**src/spmm_pkg.sv**
```systemverilog
// Shared sizes, data types and decoder states of the sparse-times-dense WH multiplier
package spmm_pkg;

  // ======================================================================
  // Matrix sizes
  // ======================================================================
  // H columns and W rows
  localparam int NUM_FEATURE_IN  = 16;
  // W columns with one PE lane each
  localparam int NUM_FEATURE_OUT = 4;
  // Largest subgraph handled by the later stages
  localparam int MAX_NODES       = 168;

  // ======================================================================
  // Widths
  // ======================================================================
  localparam int DATA_WIDTH      = 8;
  // 16 products of 16 bits each fit without overflow
  localparam int ACC_WIDTH       = 20;
  localparam int PROD_WIDTH      = 2 * DATA_WIDTH;
  localparam int WH_ADDR_WIDTH   = 8;

  localparam int COL_IDX_WIDTH   = $clog2(NUM_FEATURE_IN);
  // Row length runs from 0 to NUM_FEATURE_IN inclusive
  localparam int ROW_LEN_WIDTH   = $clog2(NUM_FEATURE_IN + 1);
  localparam int NUM_NODE_WIDTH  = $clog2(MAX_NODES + 1);
  localparam int LANE_IDX_WIDTH  = $clog2(NUM_FEATURE_OUT);

  // ======================================================================
  // Data types
  // ======================================================================
  // H value or weight
  typedef logic signed [DATA_WIDTH-1:0]     data_t;
  typedef logic signed [PROD_WIDTH-1:0]     prod_t;
  typedef logic signed [ACC_WIDTH-1:0]      acc_t;

  typedef logic [COL_IDX_WIDTH-1:0]         col_idx_t;
  typedef logic [ROW_LEN_WIDTH-1:0]         row_len_t;
  typedef logic [NUM_NODE_WIDTH-1:0]        num_node_t;
  typedef logic [LANE_IDX_WIDTH-1:0]        lane_idx_t;
  typedef logic [WH_ADDR_WIDTH-1:0]         wh_addr_t;

  // One signed sum per output lane with lane 0 in the low bits
  typedef acc_t [NUM_FEATURE_OUT-1:0]       lane_vec_t;

  // One row of W indexed by lane
  typedef data_t [NUM_FEATURE_OUT-1:0]      wgt_row_t;

  // ======================================================================
  // Decoder FSM
  // ======================================================================
  typedef enum logic {
    ROW_IDLE,   // waiting for a header
    ROW_ACTIVE  // sending the beats of the current row
  } row_state_e;

endpackage

```
**src/spmm_ifs.sv**
```systemverilog
// Valid/ready links between the decoder, the PE array and the WH writer
`timescale 1ns/1ps

// ======================================================================
// Entry beats, decoder to PE array
// ======================================================================
interface entry_if import spmm_pkg::*; ();
  logic      valid;
  logic      ready;
  col_idx_t  col_idx;
  data_t     val;
  // Row boundary marks
  logic      first;
  logic      last;
  // Zero-length row sent as a single beat
  logic      empty;
  num_node_t num_node;
  logic      src_flag;

  modport dec (
    output valid, col_idx, val, first, last, empty, num_node, src_flag,
    input  ready
  );

  modport pe (
    input  valid, col_idx, val, first, last, empty, num_node, src_flag,
    output ready
  );
endinterface

// ======================================================================
// Finished row results, PE array to WH writer
// ======================================================================
interface result_if import spmm_pkg::*; ();
  logic      valid;
  logic      ready;
  lane_vec_t lanes;
  num_node_t num_node;
  logic      src_flag;

  modport pe (
    output valid, lanes, num_node, src_flag,
    input  ready
  );

  modport wr (
    input  valid, lanes, num_node, src_flag,
    output ready
  );
endinterface

```
**src/spmm_row_decoder.sv**
```systemverilog
// Row decoder that pairs nonzero entries with their header and marks row boundaries
`timescale 1ns/1ps

module spmm_row_decoder import spmm_pkg::*; (
  input  logic      clk,
  input  logic      rst_n,

  // Header stream
  input  logic      hdr_valid_i,
  output logic      hdr_ready_o,
  input  row_len_t  hdr_row_len_i,
  input  num_node_t hdr_num_node_i,
  input  logic      hdr_src_flag_i,

  // Nonzero stream
  input  logic      nz_valid_i,
  output logic      nz_ready_o,
  input  col_idx_t  nz_col_idx_i,
  input  data_t     nz_val_i,

  entry_if.dec      ent
);

  row_state_e state_q;
  row_len_t   beat_cnt_q;

  // Header of the row in flight
  row_len_t   row_len_q;
  num_node_t  num_node_q;
  logic       src_flag_q;

  logic       hdr_xfer;
  logic       ent_xfer;
  logic       empty_row;
  logic       last_beat;

  assign hdr_ready_o = (state_q == ROW_IDLE);
  assign hdr_xfer    = hdr_valid_i && hdr_ready_o;
  assign ent_xfer    = ent.valid && ent.ready;
  assign empty_row   = (row_len_q == '0);
  assign last_beat   = (row_len_t'(beat_cnt_q + 1'b1) == row_len_q);

  // Nonzero beats pass straight through and an empty row never takes one
  assign nz_ready_o = (state_q == ROW_ACTIVE) && !empty_row && ent.ready;

  // ======================================================================
  // Entry beat
  // ======================================================================
  always_comb begin
    ent.valid    = 1'b0;
    ent.col_idx  = '0;
    ent.val      = '0;
    ent.first    = 1'b0;
    ent.last     = 1'b0;
    ent.empty    = 1'b0;
    ent.num_node = num_node_q;
    ent.src_flag = src_flag_q;
    if (state_q == ROW_ACTIVE) begin
      if (empty_row) begin
        ent.valid = 1'b1;
        ent.first = 1'b1;
        ent.last  = 1'b1;
        ent.empty = 1'b1;
      end else begin
        ent.valid   = nz_valid_i;
        ent.col_idx = nz_col_idx_i;
        ent.val     = nz_val_i;
        ent.first   = (beat_cnt_q == '0);
        ent.last    = last_beat;
      end
    end
  end

  // ======================================================================
  // Row FSM and beat counter
  // ======================================================================
  always_ff @(posedge clk or negedge rst_n) begin
    if (!rst_n) begin
      state_q    <= ROW_IDLE;
      beat_cnt_q <= '0;
    end else begin
      case (state_q)
        ROW_IDLE: begin
          if (hdr_xfer) begin
            state_q    <= ROW_ACTIVE;
            beat_cnt_q <= '0;
          end
        end
        ROW_ACTIVE: begin
          if (ent_xfer) begin
            if (ent.last) begin
              state_q <= ROW_IDLE;
            end else begin
              beat_cnt_q <= beat_cnt_q + 1'b1;
            end
          end
        end
        default: state_q <= ROW_IDLE;
      endcase
    end
  end

  // Header capture
  always_ff @(posedge clk) begin
    if (hdr_xfer) begin
      row_len_q  <= hdr_row_len_i;
      num_node_q <= hdr_num_node_i;
      src_flag_q <= hdr_src_flag_i;
    end
  end

endmodule

```
**src/spmm_pe_array.sv**
```systemverilog
// PE array holding the weight store and one multiply-accumulate lane per output feature
`timescale 1ns/1ps

module spmm_pe_array import spmm_pkg::*; (
  input  logic      clk,
  input  logic      rst_n,

  // Weight write port for use only while no row is in flight
  input  logic      wgt_we_i,
  input  col_idx_t  wgt_row_i,
  input  lane_idx_t wgt_col_i,
  input  data_t     wgt_data_i,

  entry_if.pe       ent,
  result_if.pe      res
);

  // ======================================================================
  // Weight store
  // ======================================================================
  wgt_row_t  wgt_q [NUM_FEATURE_IN];
  wgt_row_t  wgt_row;

  always_ff @(posedge clk) begin
    if (wgt_we_i) begin
      wgt_q[wgt_row_i][wgt_col_i] <= wgt_data_i;
    end
  end

  // Row of W selected by the column index of the beat
  assign wgt_row = wgt_q[ent.col_idx];

  // ======================================================================
  // Handshake
  // ======================================================================
  logic      ent_xfer;
  logic      last_xfer;
  logic      res_drain;
  logic      res_valid_q;

  // Only a last beat needs a free result slot
  assign ent.ready = !(ent.last && res_valid_q && !res.ready);
  assign ent_xfer  = ent.valid && ent.ready;
  assign last_xfer = ent_xfer && ent.last;
  assign res_drain = res_valid_q && res.ready;

  // ======================================================================
  // Lanes
  // ======================================================================
  lane_vec_t acc_q;
  lane_vec_t acc_nxt;

  for (genvar g = 0; g < NUM_FEATURE_OUT; g++) begin : g_lane
    prod_t prod;

    always_comb begin
      prod = wgt_row[g] * ent.val;
      if (ent.empty) begin
        prod = '0;
      end
    end

    // First beat restarts the sum
    assign acc_nxt[g] = ent.first ? acc_t'(prod) : acc_t'(acc_q[g] + acc_t'(prod));
  end

  always_ff @(posedge clk) begin
    if (ent_xfer) begin
      acc_q <= acc_nxt;
    end
  end

  // ======================================================================
  // Result register
  // ======================================================================
  lane_vec_t res_lanes_q;
  num_node_t res_num_node_q;
  logic      res_src_flag_q;

  always_ff @(posedge clk or negedge rst_n) begin
    if (!rst_n) begin
      res_valid_q <= 1'b0;
    end else if (last_xfer) begin
      res_valid_q <= 1'b1;
    end else if (res_drain) begin
      res_valid_q <= 1'b0;
    end
  end

  always_ff @(posedge clk) begin
    if (last_xfer) begin
      res_lanes_q    <= acc_nxt;
      res_num_node_q <= ent.num_node;
      res_src_flag_q <= ent.src_flag;
    end
  end

  assign res.valid    = res_valid_q;
  assign res.lanes    = res_lanes_q;
  assign res.num_node = res_num_node_q;
  assign res.src_flag = res_src_flag_q;

endmodule

```
**src/spmm_wh_writer.sv**
```systemverilog
// WH writer that buffers finished records and numbers them with the WH address
`timescale 1ns/1ps

module spmm_wh_writer import spmm_pkg::*; (
  input  logic      clk,
  input  logic      rst_n,

  result_if.wr      res,

  output logic      wh_valid_o,
  input  logic      wh_ready_i,
  output lane_vec_t wh_lanes_o,
  output num_node_t wh_num_node_o,
  output logic      wh_src_flag_o,
  output wh_addr_t  wh_addr_o
);

  logic      wh_valid_q;
  wh_addr_t  wh_addr_q;
  lane_vec_t wh_lanes_q;
  num_node_t wh_num_node_q;
  logic      wh_src_flag_q;

  logic      res_xfer;
  logic      out_xfer;

  // Slot frees up in the same cycle the current record leaves
  assign res.ready = !wh_valid_q || wh_ready_i;
  assign res_xfer  = res.valid && res.ready;
  assign out_xfer  = wh_valid_q && wh_ready_i;

  // ======================================================================
  // Output record and address counter
  // ======================================================================
  always_ff @(posedge clk or negedge rst_n) begin
    if (!rst_n) begin
      wh_valid_q <= 1'b0;
      wh_addr_q  <= '0;
    end else begin
      if (res_xfer) begin
        wh_valid_q <= 1'b1;
      end else if (out_xfer) begin
        wh_valid_q <= 1'b0;
      end
      // Wraps at 256
      if (out_xfer) begin
        wh_addr_q <= wh_addr_q + 1'b1;
      end
    end
  end

  always_ff @(posedge clk) begin
    if (res_xfer) begin
      wh_lanes_q    <= res.lanes;
      wh_num_node_q <= res.num_node;
      wh_src_flag_q <= res.src_flag;
    end
  end

  assign wh_valid_o    = wh_valid_q;
  assign wh_lanes_o    = wh_lanes_q;
  assign wh_num_node_o = wh_num_node_q;
  assign wh_src_flag_o = wh_src_flag_q;
  assign wh_addr_o     = wh_addr_q;

endmodule

```
**src/spmm_top.sv**
```systemverilog
// Streaming sparse-times-dense multiplier computing one WH record per H row
`timescale 1ns/1ps

module spmm_top import spmm_pkg::*; (
  input  logic      clk,
  input  logic      rst_n,

  // Header stream
  input  logic      hdr_valid_i,
  output logic      hdr_ready_o,
  input  row_len_t  hdr_row_len_i,
  input  num_node_t hdr_num_node_i,
  input  logic      hdr_src_flag_i,

  // Nonzero stream
  input  logic      nz_valid_i,
  output logic      nz_ready_o,
  input  col_idx_t  nz_col_idx_i,
  input  data_t     nz_val_i,

  // Weight write port
  input  logic      wgt_we_i,
  input  col_idx_t  wgt_row_i,
  input  lane_idx_t wgt_col_i,
  input  data_t     wgt_data_i,

  // WH records
  output logic      wh_valid_o,
  input  logic      wh_ready_i,
  output lane_vec_t wh_lanes_o,
  output num_node_t wh_num_node_o,
  output logic      wh_src_flag_o,
  output wh_addr_t  wh_addr_o
);

  entry_if  ent_if ();
  result_if res_if ();

  // ======================================================================
  // Decode, execute and write stages
  // ======================================================================
  spmm_row_decoder u_decoder (
    .clk            (clk),
    .rst_n          (rst_n),
    .hdr_valid_i    (hdr_valid_i),
    .hdr_ready_o    (hdr_ready_o),
    .hdr_row_len_i  (hdr_row_len_i),
    .hdr_num_node_i (hdr_num_node_i),
    .hdr_src_flag_i (hdr_src_flag_i),
    .nz_valid_i     (nz_valid_i),
    .nz_ready_o     (nz_ready_o),
    .nz_col_idx_i   (nz_col_idx_i),
    .nz_val_i       (nz_val_i),
    .ent            (ent_if.dec)
  );

  spmm_pe_array u_pe_array (
    .clk        (clk),
    .rst_n      (rst_n),
    .wgt_we_i   (wgt_we_i),
    .wgt_row_i  (wgt_row_i),
    .wgt_col_i  (wgt_col_i),
    .wgt_data_i (wgt_data_i),
    .ent        (ent_if.pe),
    .res        (res_if.pe)
  );

  spmm_wh_writer u_wh_writer (
    .clk           (clk),
    .rst_n         (rst_n),
    .res           (res_if.wr),
    .wh_valid_o    (wh_valid_o),
    .wh_ready_i    (wh_ready_i),
    .wh_lanes_o    (wh_lanes_o),
    .wh_num_node_o (wh_num_node_o),
    .wh_src_flag_o (wh_src_flag_o),
    .wh_addr_o     (wh_addr_o)
  );

endmodule

```
**config.mk**
```make
export PLATFORM = sky130hd
export DESIGN_NAME = spmm_top
export DESIGN_NICKNAME = d
export VERILOG_FILES = /design/src/spmm_pkg.sv /design/src/spmm_ifs.sv /design/src/spmm_row_decoder.sv /design/src/spmm_pe_array.sv /design/src/spmm_wh_writer.sv /design/src/spmm_top.sv
export SDC_FILE = /design/constraint.sdc
export NUM_CORES = 2
export LEC_CHECK = 0
export ABC_CLOCK_PERIOD_IN_PS = 8500
export BUFFER_PORTS_ARGS = -buffer_cell sky130_fd_sc_hd__buf_2
export CORE_UTILIZATION = 40
export DETAILED_ROUTE_END_ITERATION = 7
export PLACE_DENSITY = 0.57
export SLEW_MARGIN = 20
export SYNTH_ARGS = -nofsm -noshare
export SYNTH_HDL_FRONTEND = slang
export SYNTH_SLANG_ARGS = --single-unit
```
**constraint.sdc**
```tcl
create_clock -name clk -period 8.5 [get_ports clk]
set_clock_uncertainty 0.15 [all_clocks]
set_input_delay 0.85 -clock clk [delete_from_list [all_inputs] [get_ports clk]]
set_output_delay 0.85 -clock clk [all_outputs]
set_load 0.03 [all_outputs]
```
==> flow_summary.json <==
{
  "grt_pass1_vias": 27082,
  "cp-startpoint": "u_decoder.row_len_q[4]",
  "synthesis.nets": 3968,
  "fill_cells": 9742,
  "ys_seq_area_share_pct": 54.27,
  "hold_ws_ns": 0.2284,
  "place_congestion": 0.8090,
  "drv_slew": 0,
  "cp-end-kind": "flop",
  "synth_most_common_cell": "edfxtp_1",
  "synth_top_area_share_pct": 53.37,
  "die_x_um": 334.1,
  "clk_latency_ns": 0.68,
  "cts_tree": "yes",
  "grt_pass1_wl_um": 156900,
  "cts_htree_levels": 3,
  "dpl-instance-area_um2": 48050,
  "antenna_found_initial": 5,
  "r2r_slack_ns": 0.30,
  "timing.final.crit_period_ns": 8.202,
  "crit_buf_inv": 5,
  "synth_cells": 3507,
  "min_path_type": "in2reg",
  "synth_edf_count": 784,
  "setup_tns_ns": 0,
  "remaining_drc_errors": 0,
  "clock_path_buffers": 3,
  "ant_nets": 0,
  "critPathTopFamily": "compound AO/OA/AOI/OAI gates",
  "drt_iter0_drc": 1901,
  "synth.top_cells.by_count": "edfxtp_1, inv_1, nor2_1",
  "setup_violations": 0,
  "die_h_um": 334.1,
  "synthFlopType": "edfxtp_1",
  "cp_num_cells": 30,
  "synth_cell_type_count": 74,
  "relSlewSlack_pct": 32.55,
  "synth-seq-cells": 800,
  "path_clk_slew_ns": 0.06,
  "crit_arrival_ns": 8.40,
  "crit_path_max_incr_delay_ns": 0.63,
  "synth-async-reset-ratio_pct": 2.000,
  "grt_util_all_layers_pct": 18.01,
  "outcome": "complete, no violations",
  "die-area_um2": 111600,
  "rsz0062_at_grt": "true",
  "drive_above_1_share_pct": 19.43,
  "cp.required_ns": 8.70,
  "syn_area_per_cell_um2": 12.58,
  "fmax_ghz": 0.1219,
  "finalHoldViolations": 0,
  "num_vias": 27550,
  "clockRootBuffer": "clkbuf_16",
  "first_pass_iters": 5,
  "cp_slowest_cell": "or4_4",
  "numCtsBuffers": 87,
  "coreArea_um2": 109200,
  "worstPathMaxFanout": 22,
  "vias_per_cell": 5.097,
  "routedWlPerCell_um": 18.67,
  "start_util_pct": 40.41,
  "maxCapViolCount": 0,
  "wl_um": 100900,
  "io_buffers": 145,
  "worst_pin_slew_ns": 1.008,
  "syn_area_um2": 44110,
  "row_count": 121,
  "crit_path_start_kind": "flop",
  "timing.rr.end": "u_pe_array.acc_q[76]",
  "fin_crit_sh_pct": 96.50,
  "critPathCapture": "u_pe_array.acc_q[76]",
  "ys_warn_count": 0,
  "syn_to_final_growth_pct": 17.72,
  "final_area_um2": 51930,
  "final_nets": 4316,
  "reg2reg_depth": 30,
  "yosysTopAreaCell": "edfxtp_1",
  "dp_hpwl_um": 69960,
  "fin_util_pct": 47.58,
  "worstReg2RegStart": "u_decoder.row_len_q[4]",
  "crit_type": "reg2reg",
  "crit_top_cell": "fa_1",
  "io_pins": 146,
  "ys_top_cells_by_area": "edfxtp_1, fa_1, ha_1",
  "grt_max_degree": 78,
  "gr-total-overflow": 0,
  "clock-sinks": 800
}
==> sequential cells by signal, indices dropped and copies added (netlist names), 8 cells and up <==
register                   count
u_pe_array.res.lanes          80
u_wh_writer.wh_num_node_o      8
u_pe_array.res.num_node        8
u_pe_array.acc_q              80
u_wh_writer.wh_addr_o          8
u_decoder.ent.num_node         8
u_pe_array.wgt_q             512
u_wh_writer.wh_lanes_o        80
==> kinds of logic (layout without fill, tap and decap cells) <==
group,after synthesis,after routing,share of synthesized area [%]
buffers and inverters,506,925,4.544
AND/OR/NAND/NOR,928,928,10.24
XOR/XNOR,130,130,2.581
AO/OA/AOI/OAI,624,624,9.694
other,0,3,0
flip-flops,800,800,54.27
adder cells (fa/ha/maj),415,415,15.58
multiplexers,104,104,3.086
==> per-stage QoR <==
stage | setup WS [ns] | cells
after global routing | -0.03139 | 5402
final | 0.2975 | 5405
after global placement | 0.02444 | 5205
after detailed placement | -0.08201 | 5205
after floorplan | 0.2180 | 3507
after CTS | 0.01742 | 5367
==> area by class of cell <==
class | instances | area, µm² | area share, %
antenna | 3 | 7.507 | 0.01446
timing repair buffer | 406 | 3110 | 5.990
clock buffer | 100 | 2247 | 4.327
clock inverter | 60 | 635.6 | 1.224
inverter | 359 | 1350 | 2.600
tap | 1476 | 1847 | 3.556
sequential | 800 | 23940 | 46.11
multi-input combinational | 2201 | 18790 | 36.18
==> per-layer routing <==
layer / global-route usage [%] / up-vias / share of wire, %
met4: 4.392 / 4 / 1.7
met5: 0 / - / 0.031
li1: - / 13171 / -
met2: 28.23 / 576 / 46
met3: 2.598 / 136 / 4.7
met1: 26.29 / 13663 / 48
==> what timing repair did <==
action	CTS	global route
hold buffers	1	0
endpoints found under the setup margin	13	46
resized for setup	4	149
gates cloned	0	4
endpoints found under the hold margin	16	0
setup buffers	1	31
pin swaps	0	51
==> worst min path at each step <==
stage | startpoint | end | slack, ns | cells after the start
after floorplan | u_decoder.ent.num_node[0] | u_pe_array.res.num_node[0] | 0.25 | 0
after global placement | u_pe_array.res.num_node[7] | u_wh_writer.wh_num_node_o[7] | 0.25 | 0
after detailed placement | u_decoder.ent.num_node[5] | u_pe_array.res.num_node[5] | 0.25 | 0
after CTS | hdr_num_node_i[6] | u_decoder.ent.num_node[6] | 0.18 | 1
after global routing | hdr_num_node_i[6] | u_decoder.ent.num_node[6] | 0.20 | 1
final | hdr_num_node_i[6] | u_decoder.ent.num_node[6] | 0.23 | 1
==> cell usage in the layout (no fill, tap or decap), types with 36 or more instances in the layout <==
| cell type | synthesis | layout |
|---|---|---|
| a21o_1 | 41 | 41 |
| inv_1 | 359 | 356 |
| edfxtp_1 | 784 | 784 |
| xor2_1 | 41 | 39 |
| nand2_1 | 239 | 233 |
| fa_1 | 224 | 217 |
| a21oi_1 | 123 | 106 |
| a211oi_2 | 0 | 39 |
| a21oi_2 | 25 | 39 |
| buf_2 | 42 | 143 |
| nor2_1 | 248 | 245 |
| clkbuf_16 | 0 | 92 |
| nor2b_1 | 140 | 131 |
| mux2i_1 | 64 | 63 |
| a211oi_1 | 142 | 102 |
| buf_4 | 8 | 220 |
| ha_1 | 191 | 191 |
| nand3_1 | 56 | 54 |
| and2_1 | 109 | 105 |
| o21ai_0 | 86 | 74 |
| xnor2_1 | 89 | 88 |
| a31oi_1 | 41 | 36 |
Power is left out: the tool's default activity adds up to more than one toggle a clock period on the data nets, which glitch-free logic cannot reach.
